$ cat config.mk
export PLATFORM = sky130hd
export DESIGN_NAME = rp_top
export DESIGN_NICKNAME = d
export VERILOG_FILES = /design/src/common/rp_bus_pkg.sv /design/src/common/rp_analog_pkg.sv /design/src/logic/bus_decoder.sv /design/src/logic/hk_regs.sv /design/src/analog/adc_frontend.sv /design/src/analog/dac_mixer.sv /design/src/logic/rp_top.sv
export SDC_FILE = /design/constraint.sdc
export NUM_CORES = 1
export LEC_CHECK = 0
export BUFFER_PORTS_ARGS = -buffer_cell sky130_fd_sc_hd__buf_4
export CORE_MARGIN = 2
export CORE_UTILIZATION = 49
export DETAILED_ROUTE_END_ITERATION = 10
export HOLD_SLACK_MARGIN = 0.05
export PLACE_DENSITY = 0.77
export SLEW_MARGIN = 30
export SYNTH_ARGS = -nofsm -noshare
export SYNTH_HDL_FRONTEND = slang
export SYNTH_SLANG_ARGS = --single-unit
$ cat constraint.sdc
create_clock -name adc_clk -period 4 [get_ports adc_clk]
set_input_delay 0.6 -clock adc_clk [delete_from_list [all_inputs] [get_ports adc_clk]]
set_output_delay 0.6 -clock adc_clk [all_outputs]
set_load 0.01 [all_outputs]
$ cat src/common/rp_bus_pkg.sv
/*
 * System bus definitions: widths, region map and register offsets
 */
`default_nettype none

package rp_bus_pkg;

  localparam int BUS_AW     = 32;  // byte address
  localparam int BUS_DW     = 32;  // full word, no byte select
  localparam int REGION_LSB = 20;  // region field is adr[22:20]
  localparam int REGION_W   = 3;   // eight regions
  localparam int OFS_W      = 8;   // register offset field adr[7:0]
  localparam int LED_W      = 8;

  // eight 1 MB windows, only hk and mixer populated
  typedef enum logic [REGION_W-1:0] {
    REG_HK  = 3'd0,
    REG_R1  = 3'd1,
    REG_MIX = 3'd2,
    REG_R3  = 3'd3,
    REG_R4  = 3'd4,
    REG_R5  = 3'd5,
    REG_R6  = 3'd6,
    REG_R7  = 3'd7
  } region_e;

  typedef enum logic [OFS_W-1:0] {HK_ID = 8'h00, HK_LED = 8'h04, HK_ADC = 8'h08} hk_reg_e;

  typedef enum logic [OFS_W-1:0] {MIX_OFS_A = 8'h00, MIX_OFS_B = 8'h04, MIX_CTRL = 8'h08} mix_reg_e;

endpackage

`default_nettype wire

$ cat src/common/rp_analog_pkg.sv
/*
 * Analog data path definitions: sample format, saturation bounds and
 * the negative-slope code conversion shared by ADC and DAC side
 */
`default_nettype none

package rp_analog_pkg;

  localparam int SAMPLE_W = 14;                  // converter resolution
  localparam int SUM_W    = SAMPLE_W + 1;        // one guard bit for the adder

  typedef logic signed [SAMPLE_W-1:0] sample_t;  // two's complement sample

  localparam sample_t SAT_MAX = {1'b0, {(SAMPLE_W-1){1'b1}}};  // +8191
  localparam sample_t SAT_MIN = {1'b1, {(SAMPLE_W-1){1'b0}}};  // -8192

  // negative-slope offset code <-> two's complement, the rule is its own inverse
  function automatic logic [SAMPLE_W-1:0] neg_slope_conv(logic [SAMPLE_W-1:0] code);
    return {code[SAMPLE_W-1], ~code[SAMPLE_W-2:0]};  // keep msb, flip the rest
  endfunction

endpackage

`default_nettype wire

$ cat src/logic/bus_decoder.sv
/*
 * Bus decoder: splits the address space into eight regions, routes the
 * strobe, muxes the responses back and answers the empty regions itself
 */
`default_nettype none

module bus_decoder (
  input  wire logic                          adc_clk,
  input  wire logic                          reset_i,
  input  wire logic                          cyc_i,
  input  wire logic                          stb_i,
  input  wire logic                          we_i,
  input  wire logic [rp_bus_pkg::BUS_AW-1:0] adr_i,
  input  wire logic [rp_bus_pkg::BUS_DW-1:0] hk_rdata_i,
  input  wire logic [rp_bus_pkg::BUS_DW-1:0] mix_rdata_i,
  input  wire logic                          hk_ack_i,
  input  wire logic                          hk_err_i,
  input  wire logic                          mix_ack_i,
  input  wire logic                          mix_err_i,
  output logic                               hk_stb_o,
  output logic                               mix_stb_o,
  output logic      [rp_bus_pkg::BUS_DW-1:0] dat_o,
  output logic                               ack_o,
  output logic                               err_o
);
  import rp_bus_pkg::*;

  localparam int NUM_REG = 2 ** REGION_W;

  region_e              region;  // decoded address window
  logic                 req;     // valid bus cycle
  logic [NUM_REG-1:0]   sel_oh;  // one-hot region strobe
  logic                 um_req;  // strobe into an empty region
  logic                 um_ack;  // empty-slot response, single pulse

  assign region    = region_e'(adr_i[REGION_LSB +: REGION_W]);
  assign req       = cyc_i & stb_i;
  assign sel_oh    = req ? (NUM_REG'(1) << region) : '0;
  assign hk_stb_o  = sel_oh[REG_HK];
  assign mix_stb_o = sel_oh[REG_MIX];
  assign um_req    = req & ~(sel_oh[REG_HK] | sel_oh[REG_MIX]);

  // empty slot acks once per strobe, even while the master holds it
  always_ff @(posedge adc_clk) begin
    if (reset_i) begin
      um_ack <= 1'b0;
    end else begin
      um_ack <= um_req & ~um_ack;
    end
  end

  // --------------------------------------------------
  // response mux, address is held until ack or err
  always_comb begin
    case (region)
      REG_HK: begin
        dat_o = hk_rdata_i;
        ack_o = hk_ack_i;
        err_o = hk_err_i;
      end
      REG_MIX: begin
        dat_o = mix_rdata_i;
        ack_o = mix_ack_i;
        err_o = mix_err_i;
      end
      default: begin
        dat_o = '0;      // empty region reads zero
        ack_o = um_ack;
        err_o = 1'b0;    // and never errs
      end
    endcase
  end

  // --------------------------------------------------
  a_resp_excl: assert property (@(posedge adc_clk) disable iff (reset_i)
    !(ack_o && err_o));
  a_stb_onehot: assert property (@(posedge adc_clk) disable iff (reset_i)
    $onehot0({hk_stb_o, mix_stb_o}));
  a_um_wr_ack: assert property (@(posedge adc_clk) disable iff (reset_i)
    (um_req && we_i && !um_ack) |=> (ack_o && !err_o));

endmodule

`default_nettype wire

$ cat src/logic/hk_regs.sv
/*
 * Housekeeping registers: board ID, LED control and ADC sample read-back
 */
`default_nettype none

module hk_regs #(
  parameter logic [rp_bus_pkg::BUS_DW-1:0] BOARD_ID = 32'h5250_0001
) (
  input  wire logic                             adc_clk,
  input  wire logic                             reset_i,
  input  wire logic                             stb_i,
  input  wire logic                             we_i,
  input  wire logic    [rp_bus_pkg::BUS_AW-1:0] adr_i,
  input  wire logic    [rp_bus_pkg::BUS_DW-1:0] dat_i,
  output logic         [rp_bus_pkg::BUS_DW-1:0] rdata_o,
  output logic                                  ack_o,
  output logic                                  err_o,
  input  wire rp_analog_pkg::sample_t           adc_a_i,
  input  wire rp_analog_pkg::sample_t           adc_b_i,
  output logic         [rp_bus_pkg::LED_W-1:0]  led_o
);
  import rp_bus_pkg::*;
  import rp_analog_pkg::*;

  localparam int HALF_W = BUS_DW / 2;  // one sample per half word

  logic              req;      // new access, not yet answered
  logic              bad_acc;  // undefined offset or ID write
  logic              wr_led;
  logic [BUS_DW-1:0] rd_val;
  logic [BUS_DW-1:0] adc_word;  // {b, a}, each sign extended

  assign req      = stb_i & ~(ack_o | err_o);
  assign adc_word = {{(HALF_W-SAMPLE_W){adc_b_i[SAMPLE_W-1]}}, adc_b_i,
                     {(HALF_W-SAMPLE_W){adc_a_i[SAMPLE_W-1]}}, adc_a_i};

  always_comb begin
    rd_val  = '0;
    bad_acc = 1'b0;
    wr_led  = 1'b0;
    case (adr_i[OFS_W-1:0])
      HK_ID: begin
        rd_val  = BOARD_ID;
        bad_acc = we_i;               // ID is read only
      end
      HK_LED: begin
        rd_val = {{(BUS_DW-LED_W){1'b0}}, led_o};
        wr_led = we_i;
      end
      HK_ADC:  rd_val = adc_word;     // writes ignored
      default: bad_acc = 1'b1;
    endcase
  end

  // --------------------------------------------------
  always_ff @(posedge adc_clk) begin
    if (reset_i) begin
      ack_o <= 1'b0;
      err_o <= 1'b0;
      led_o <= '0;
    end else begin
      ack_o <= req & ~bad_acc;  // one pulse per strobe
      err_o <= req & bad_acc;
      if (req && wr_led) begin
        led_o <= dat_i[LED_W-1:0];
      end
    end
  end

  always_ff @(posedge adc_clk) begin
    if (req) begin
      rdata_o <= rd_val;  // valid with ack
    end
  end

  a_ack_after_stb: assert property (@(posedge adc_clk) disable iff (reset_i)
    ack_o |-> $past(stb_i));

endmodule

`default_nettype wire

$ cat src/analog/adc_frontend.sv
/*
 * ADC front end: registers both channels and converts the
 * negative-slope codes to two's complement
 */
`default_nettype none

module adc_frontend (
  input  wire logic                                 adc_clk,
  input  wire logic                                 reset_i,
  input  wire logic [rp_analog_pkg::SAMPLE_W-1:0]   adc_dat_a_i,  // raw code ch a
  input  wire logic [rp_analog_pkg::SAMPLE_W-1:0]   adc_dat_b_i,  // raw code ch b
  output rp_analog_pkg::sample_t                    adc_a_o,
  output rp_analog_pkg::sample_t                    adc_b_o
);
  import rp_analog_pkg::*;

  // --------------------------------------------------
  // single capture stage, conversion folded in
  always_ff @(posedge adc_clk) begin
    if (reset_i) begin
      adc_a_o <= '0;
      adc_b_o <= '0;
    end else begin
      adc_a_o <= sample_t'(neg_slope_conv(adc_dat_a_i));
      adc_b_o <= sample_t'(neg_slope_conv(adc_dat_b_i));
    end
  end

endmodule

`default_nettype wire

$ cat src/analog/dac_mixer.sv
/*
 * DAC mixer: per-channel offset plus optional ADC sample, saturated to
 * 14 bits and registered out in DAC code format
 */
`default_nettype none

module dac_mixer (
  input  wire logic                               adc_clk,
  input  wire logic                               reset_i,
  input  wire logic                               stb_i,
  input  wire logic                               we_i,
  input  wire logic [rp_bus_pkg::BUS_AW-1:0]      adr_i,
  input  wire logic [rp_bus_pkg::BUS_DW-1:0]      dat_i,
  output logic      [rp_bus_pkg::BUS_DW-1:0]      rdata_o,
  output logic                                    ack_o,
  output logic                                    err_o,
  input  wire rp_analog_pkg::sample_t             adc_a_i,
  input  wire rp_analog_pkg::sample_t             adc_b_i,
  output logic      [rp_analog_pkg::SAMPLE_W-1:0] dac_a_o,  // DAC code
  output logic      [rp_analog_pkg::SAMPLE_W-1:0] dac_b_o
);
  import rp_bus_pkg::*;
  import rp_analog_pkg::*;

  localparam int CTRL_W = 2;  // [0] adc a -> ch a, [1] adc b -> ch b

  sample_t                  offset_a;
  sample_t                  offset_b;
  logic [CTRL_W-1:0]        ctrl;
  logic                     req;
  logic                     bad_ofs;
  logic [BUS_DW-1:0]        rd_val;
  sample_t                  sel_a;     // gated adc sample
  sample_t                  sel_b;
  logic signed [SUM_W-1:0]  sum_a;     // one guard bit
  logic signed [SUM_W-1:0]  sum_b;
  logic signed [SUM_W-1:0]  sat_a;
  logic signed [SUM_W-1:0]  sat_b;

  function automatic logic signed [SUM_W-1:0] clamp(logic signed [SUM_W-1:0] s);
    if (s > SAT_MAX) return SAT_MAX;
    if (s < SAT_MIN) return SAT_MIN;
    return s;
  endfunction

  assign req = stb_i & ~(ack_o | err_o);

  // --------------------------------------------------
  // register file
  always_comb begin
    rd_val  = '0;
    bad_ofs = 1'b0;
    case (adr_i[OFS_W-1:0])
      MIX_OFS_A: rd_val = {{(BUS_DW-SAMPLE_W){offset_a[SAMPLE_W-1]}}, offset_a};
      MIX_OFS_B: rd_val = {{(BUS_DW-SAMPLE_W){offset_b[SAMPLE_W-1]}}, offset_b};
      MIX_CTRL:  rd_val = {{(BUS_DW-CTRL_W){1'b0}}, ctrl};
      default:   bad_ofs = 1'b1;
    endcase
  end

  always_ff @(posedge adc_clk) begin
    if (reset_i) begin
      ack_o    <= 1'b0;
      err_o    <= 1'b0;
      offset_a <= '0;
      offset_b <= '0;
      ctrl     <= '0;
    end else begin
      ack_o <= req & ~bad_ofs;
      err_o <= req & bad_ofs;
      if (req && we_i) begin
        case (adr_i[OFS_W-1:0])
          MIX_OFS_A: offset_a <= dat_i[SAMPLE_W-1:0];
          MIX_OFS_B: offset_b <= dat_i[SAMPLE_W-1:0];
          MIX_CTRL:  ctrl     <= dat_i[CTRL_W-1:0];
          default:   ;  // answered with err
        endcase
      end
    end
  end

  always_ff @(posedge adc_clk) begin
    if (req) begin
      rdata_o <= rd_val;
    end
  end

  // --------------------------------------------------
  // data path, sign extended add then clamp
  assign sel_a = ctrl[0] ? adc_a_i : sample_t'(0);
  assign sel_b = ctrl[1] ? adc_b_i : sample_t'(0);
  assign sum_a = offset_a + sel_a;
  assign sum_b = offset_b + sel_b;
  assign sat_a = clamp(sum_a);
  assign sat_b = clamp(sum_b);

  always_ff @(posedge adc_clk) begin
    if (reset_i) begin
      dac_a_o <= neg_slope_conv('0);  // code of zero
      dac_b_o <= neg_slope_conv('0);
    end else begin
      dac_a_o <= neg_slope_conv(sat_a[SAMPLE_W-1:0]);
      dac_b_o <= neg_slope_conv(sat_b[SAMPLE_W-1:0]);
    end
  end

  a_sat_range: assert property (@(posedge adc_clk) disable iff (reset_i)
    (sat_a <= SAT_MAX) && (sat_a >= SAT_MIN) && (sat_b <= SAT_MAX) && (sat_b >= SAT_MIN));

endmodule

`default_nettype wire

$ cat src/logic/rp_top.sv
/*
 * Board top level: bus decoder, housekeeping and mixer register blocks
 * and the ADC to DAC data path, all on adc_clk
 */
`default_nettype none

module rp_top #(
  parameter logic [rp_bus_pkg::BUS_DW-1:0] BOARD_ID = 32'h5250_0001
) (
  input  wire logic                               adc_clk,
  input  wire logic                               reset_i,
  input  wire logic                               cyc_i,
  input  wire logic                               stb_i,
  input  wire logic                               we_i,
  input  wire logic [rp_bus_pkg::BUS_AW-1:0]      adr_i,
  input  wire logic [rp_bus_pkg::BUS_DW-1:0]      dat_i,
  output logic      [rp_bus_pkg::BUS_DW-1:0]      dat_o,
  output logic                                    ack_o,
  output logic                                    err_o,
  input  wire logic [rp_analog_pkg::SAMPLE_W-1:0] adc_dat_a_i,
  input  wire logic [rp_analog_pkg::SAMPLE_W-1:0] adc_dat_b_i,
  output logic      [rp_analog_pkg::SAMPLE_W-1:0] dac_a_o,
  output logic      [rp_analog_pkg::SAMPLE_W-1:0] dac_b_o,
  output logic      [rp_bus_pkg::LED_W-1:0]       led_o
);
  import rp_bus_pkg::*;
  import rp_analog_pkg::*;

  logic              hk_stb, mix_stb;
  logic [BUS_DW-1:0] hk_rdata, mix_rdata;
  logic              hk_ack, hk_err;
  logic              mix_ack, mix_err;
  sample_t           adc_a, adc_b;  // converted samples

  // --------------------------------------------------
  bus_decoder u_dec (
    .adc_clk, .reset_i, .cyc_i, .stb_i, .we_i, .adr_i,
    .hk_rdata_i (hk_rdata),  .mix_rdata_i (mix_rdata),
    .hk_ack_i   (hk_ack),    .hk_err_i    (hk_err),
    .mix_ack_i  (mix_ack),   .mix_err_i   (mix_err),
    .hk_stb_o   (hk_stb),    .mix_stb_o   (mix_stb),
    .dat_o, .ack_o, .err_o
  );

  hk_regs #(.BOARD_ID(BOARD_ID)) u_hk (       // region 0
    .adc_clk, .reset_i,
    .stb_i   (hk_stb), .we_i, .adr_i, .dat_i,
    .rdata_o (hk_rdata), .ack_o (hk_ack), .err_o (hk_err),
    .adc_a_i (adc_a),    .adc_b_i (adc_b),  .led_o
  );

  // --------------------------------------------------
  adc_frontend u_adc (
    .adc_clk, .reset_i, .adc_dat_a_i, .adc_dat_b_i,
    .adc_a_o (adc_a), .adc_b_o (adc_b)
  );

  dac_mixer u_mix (                           // region 2
    .adc_clk, .reset_i,
    .stb_i   (mix_stb), .we_i, .adr_i, .dat_i,
    .rdata_o (mix_rdata), .ack_o (mix_ack), .err_o (mix_err),
    .adc_a_i (adc_a),     .adc_b_i (adc_b),
    .dac_a_o, .dac_b_o
  );

endmodule

`default_nettype wire

# Word level (Yosys, flattened, before mapping)
# Index checks and enable logic that the tools add are counted.
# classes
mul,0
shift,1
eq_ne,3
n_lt_le_gt_ge,4
div_mod_pow,0
n_reduce_logical,9
n_bitwise,21
n_mux,25
add_sub_neg,2
# ops
operator,count
$pmux 32 s3,2
$mux 14,10
$pmux 32 s2,1
$not 13->13,4
$add 14x14->15,2
$gt 15x14->1 const B,2
$lt 15x14->1 const B,2
$and 1x1->1,9
$eq 8x3->1 const B,1
$eq 8x4->1 const B,1
$logic_not 8->1,1
$mux 1,8
$pmux 1 s2,3
$reduce_and 2->1,3
$not 1->1,5
$eq 3x2->1 const B,1
$logic_not 3->1,1
$mux 3,1
$or 1x1->1,3
$reduce_or 3->1,1
$shl 1x3->3 const A,1
$logic_and 1x1->1,2
$reduce_or 2->1,1
# word_totals
regBits,163
mem_bits_rw,0
output_inout_bits,70
romBits,0
mem_count,0
wordCells,80
latchBits,0

# Logic depth before layout (Yosys ltp)
# logic_depth
depth_word,8
ltp_mapped,11
mapped_depth_nobuf,9

# Cells and area by module
# Synthesis repeated with hierarchy kept, for this count alone.
# unflattened
cells_unflattened,806
hier_area_um2,7766.2
# modules_own_cells
mod,area_per_inst_um2,instances,cells_each
dac_mixer,4734.5,1,529
hk_regs,1699.1,1,134
adc_frontend,706.9,1,59
bus_decoder,625.6,1,84

# Worst setup path after synthesis
# OpenSTA, ideal clock, no wires.
# synth_path
path_type,input port to flip-flop
startpoint,input adr_i[20] in the netlist's numbering
endpoint,register u_hk.led_o[0] in the netlist's numbering
path_slack_ns,0.230
arrival_ns,3.643
stages,8
setup_ns,0.128
required_time_ns,3.872
path_cell_list,or2_1 buf_2 nor2_4 nor4b_2 and3_1 buf_2 mux2i_1 nor2_1
# synth_via
elab_chain_cells,4
# synth_rtl
item,line,source
start: declaration,rp_top.sv:15,"input wire logic [rp_bus_pkg::BUS_AW-1:0] adr_i,"
$shl 1x3->3,bus_decoder.sv:38,assign sel_oh = req ? (NUM_REG'(1) << region) : '0;
$mux 3,bus_decoder.sv:38,
$and 1x1->1,hk_regs.sv:33,assign req = stb_i & ~(ack_o | err_o);
via u_hk.req,hk_regs.sv:27,logic req;
$logic_and 1x1->1,hk_regs.sv:64,if (req && wr_led) begin
end signal: assignment,hk_regs.sv:65,led_o <= dat_i[LED_W-1:0];
end: declaration,hk_regs.sv:20,output logic [rp_bus_pkg::LED_W-1:0] led_o
# The timed path passes the listed nets, and every way through them passes these cells.
# A chain may end at the register's enable or synchronous reset.

# Worst setup path after layout
# layout_path
startpoint,register u_mix.ctrl[1]
endpoint,register u_mix.dac_b_o[11] in the netlist's numbering
# layout_via
elab_chain_cells,8
elab_cells_between_ends,11
# layout_rtl
item,line,source
start: declaration,dac_mixer.sv:29,logic [CTRL_W-1:0] ctrl;
start signal: assignment,dac_mixer.sv:75,MIX_CTRL: ctrl <= dat_i[CTRL_W-1:0];
$mux 14 (*),dac_mixer.sv:91,assign sel_b = ctrl[1] ? adc_b_i : sample_t'(0);
$add 14x14->15 (*),dac_mixer.sv:93,assign sum_b = offset_b + sel_b;
$lt 15x14->1,dac_mixer.sv:42,if (s < SAT_MIN) return SAT_MIN;
$mux 1 (2 in series),dac_mixer.sv:42,
$mux 14,dac_mixer.sv:43,return s;
$mux 14 (*),dac_mixer.sv:42,
$not 13->13 (*),rp_analog_pkg.sv:19,"return {code[SAMPLE_W-1], ~code[SAMPLE_W-2:0]};"
end signal: assignment,dac_mixer.sv:100,dac_b_o <= neg_slope_conv('0);
end signal: assignment,dac_mixer.sv:103,dac_b_o <= neg_slope_conv(sat_b[SAMPLE_W-1:0]);
end: declaration,dac_mixer.sv:20,output logic [rp_analog_pkg::SAMPLE_W-1:0] dac_b_o
# Every way passes the cells marked *; elsewhere a longest branch is shown, timed or not. The select of a mux whose other input is x is not followed.

==> results.yml <==
run_status:
  status: "finished clean"
cts:
  cts_buffers: 17
  htreeDepth: 4
  cts_sinks: 142
  cts-resized-gates: 0
  cts_tree: "yes"
  clk_path_buf_depth: 2
  clk_pin_slew_ps: 60
  postCtsSetupBuffers: 0
  hold_buffers: 0
  clock_latency_ps: 420
  root_buffer: "clkbuf_16"
sta:
  tns_ps: 0
  fmax_mhz: 308.0
  finalSetupViolations: 0
  fin_crit_sh: 0.8118
  rsz0062_at_grt: "no"
  finClkSkew_ps: 8.853
  slew_headroom: 0.4279
  finalCriticalPeriod_ps: 3247
  hold_viol: 0
  worstMarginPinSlew_ps: 858.1
  drv_slew: 0
  layout_setup_ws_ps: 752.8
place:
  numPortBuffers: 127
  dp_slack_ps: 865.4
  placed_cells: 940
  dp_hpwl_um: 12240
  gp_routability_congestion: 1.001
synthesis:
  synth_seq_cells: 142
  synth_most_common_cell: "dfxtp_1"
  syn_inst: 666
  syn-num-nets: 793
  synth_edf_count: 43
  syn_area_um2: 6815
  synth_commonest_cells: "99 x dfxtp_1, 95 x nor2_1, 57 x mux2i_1"
  synth_cell_type_count: 61
  netlist.area_leader.share: 0.2908
  synth_area_per_cell_um2: 10.23
  synthTopCellsByArea: "dfxtp_1 29%, edfxtp_1 19%, mux2i_1 8.4%"
  seq_area_frac_synth: 0.4803
  async_flop_share: 0
  synth_largest_area_cell: "dfxtp_1"
  synth_warnings: 0
  synth_ff_type: "dfxtp_1"
layout:
  drive_gt1_frac: 0.2348
  antenna_cells: 0
  fill_cells: 1091
  fin_nets: 906
  stdcell_count: 972
  area_delta_synth_final_pct: 23.66
  post-route-util: 0.6143
worst_setup_path:
  cp.arrival_ps: 3520
  crit_required_ps: 4270
  rrSetupSlack_ps: 750
  crit_chain: "and2_1 -> ha_1 -> fa_1 -> a211oi_1 -> o21a_1 -> o221ai_2 -> a31oi_1 -> a221oi_2 -> a31oi_1"
  crit_path_end_kind: "flip-flop"
  start_kind: "flip-flop"
  criticalPathCategory: "flip-flop to flip-flop"
  path_max_fanout: 16
  critPathTopFamily: "compound AO/OA/AOI/OAI gates"
  critPathMaxStageDelay_ps: 760
  reg2reg_from: "u_mix.ctrl[1]"
  critPathLaunch: "u_mix.ctrl[1]"
  cpMostUsedCell: "a31oi_1"
  cp_slowest_cell: "a221oi_2"
  path_buf_inv: 0
routing:
  drt-met1-wl_um: 7140
  met2_length_um: 7936
  antenna_left: 0
  routedWlPerCell_um: 17.15
  drtIter0Drc: 395
  first_pass_iters: 5
  via_per_inst: 5.549
  met3_length_um: 1288
  via_count: 5394
  totalWireLength_um: 16670
  drcViolationCount: 0
  top_layer_used: "met4"
power_and_ir_drop:
  power_uw: 3114
  vdd_drop_max_uv: 209.9
  p_leak_uw: 0.003750
  powerDensity_nw_per_um2: 369.5
run:
  maxCapViolCount: 0
global_route:
  grt_pass1_vias: 5038
  grt_start_max_net_pins: 78
  grt_pass1_wl_um: 25650
  antenna_found_initial: 0
  grt.total_usage: 0.2259
  grt_overflow: 0
worst_hold_path:
  hold_class: "primary input to flip-flop"
  hold_start: "adc_dat_b_i[11]"
floorplan:
  die_w_um: 121.9
  dieArea_um2: 14870
  rows: 43
  core_area_um2: 13720
  die_height_um: 121.9
  boundaryPins: 167
  initial_utilization: 0.4968
## per-stage QoR
stage	instance area [µm²]	hold slack [ps]
2_1_floorplan	6815	400.6
3_3_place_gp	7878	410.9
3_5_place_dp	7878	429.6
4_1_cts	8428	319.5
5_1_grt	8428	319.0
6_report	8428	328.5
## cells in the final DEF, fill, tap and decap left out, types with 5 or more instances in the layout
| master | count |
|---|---|
| a21oi_1 | 39 |
| nand3_1 | 10 |
| dfxtp_1 | 99 |
| o21ai_0 | 18 |
| nor2_1 | 95 |
| xnor2_1 | 10 |
| buf_4 | 136 |
| mux2i_1 | 57 |
| nand2_1 | 20 |
| a31oi_1 | 7 |
| a211oi_1 | 7 |
| inv_1 | 6 |
| xor2_1 | 8 |
| ha_1 | 28 |
| inv_6 | 7 |
| a21o_1 | 29 |
| o21a_1 | 5 |
| a22o_1 | 25 |
| edfxtp_1 | 43 |
| clkbuf_16 | 17 |
| and3_1 | 11 |
| and2_1 | 50 |
## area by class of cell
| type | count | area (µm²) | area share |
|---|---|---|---|
| multi-input cells | 476 | 3336 | 0.3958 |
| clock buffers | 17 | 425.4 | 0.05048 |
| flip-flops and latches | 142 | 3273 | 0.3884 |
| clock inverters | 15 | 125.1 | 0.01485 |
| inverters | 6 | 22.52 | 0.002672 |
| repair buffers | 136 | 1021 | 0.1211 |
| well taps | 180 | 225.2 | 0.02672 |
## worst paths after layout
check	depth (start not counted)	endpoint
min	2	u_adc.adc_b_o[11]
max	9	u_mix.dac_b_o[11]
max reg2reg	9	u_mix.dac_b_o[11]
min reg2reg	1	u_dec.um_ack
## layer usage
layer | global-route usage | vias to the layer above
met3 | 0.04916 | 26
met2 | 0.3694 | 226
met4 | 0.06968 | 0
li1 | - | 2626
met5 | 0 | -
met1 | 0.3002 | 2516
## cells by family after synthesis
kind of cell,count (synthesis),share of synthesized area
xor+xnor,18,0.02313
flops,142,0.4803
mux,57,0.08372
compound gates,154,0.1616
buf+inv,48,0.03323
fa+ha+maj,30,0.05728
simple gates,217,0.1608
## power by group
part / leakage, µW / switching, µW / internal (µW) / total (µW)
clock network: 0.000267 / 650 / 812 / 1460
logic: 0.00224 / 75.2 / 71.4 / 147
registers: 0.00124 / 11.6 / 1490 / 1510
total: 0.00375 / 737 / 2380 / 3110
## flip-flops by register name, summed over array words and instances, names as in the netlist
register / count
u_mix.offset_a: 14
u_mix.ack_o: 1
u_hk.led_o: 8
u_hk.err_o: 1
u_mix.ctrl: 2
u_adc.adc_a_o: 14
u_hk.ack_o: 1
u_dec.um_ack: 1
u_mix.offset_b: 14
u_mix.err_o: 1
u_mix.dac_b_o: 14
u_hk.rdata_o: 29
u_mix.rdata_o: 14
u_adc.adc_b_o: 14
u_mix.dac_a_o: 14
## worst reg2reg max path, delay by kind of cell (launching register included)
kind	cells	cell delay (ps)
AO/OA/AOI/OAI	6	1770
flip-flops	1	670
adder cells (fa/ha/maj)	2	460
AND/OR/NAND/NOR	1	220
Note: power is estimated with default switching activity, not from simulation.
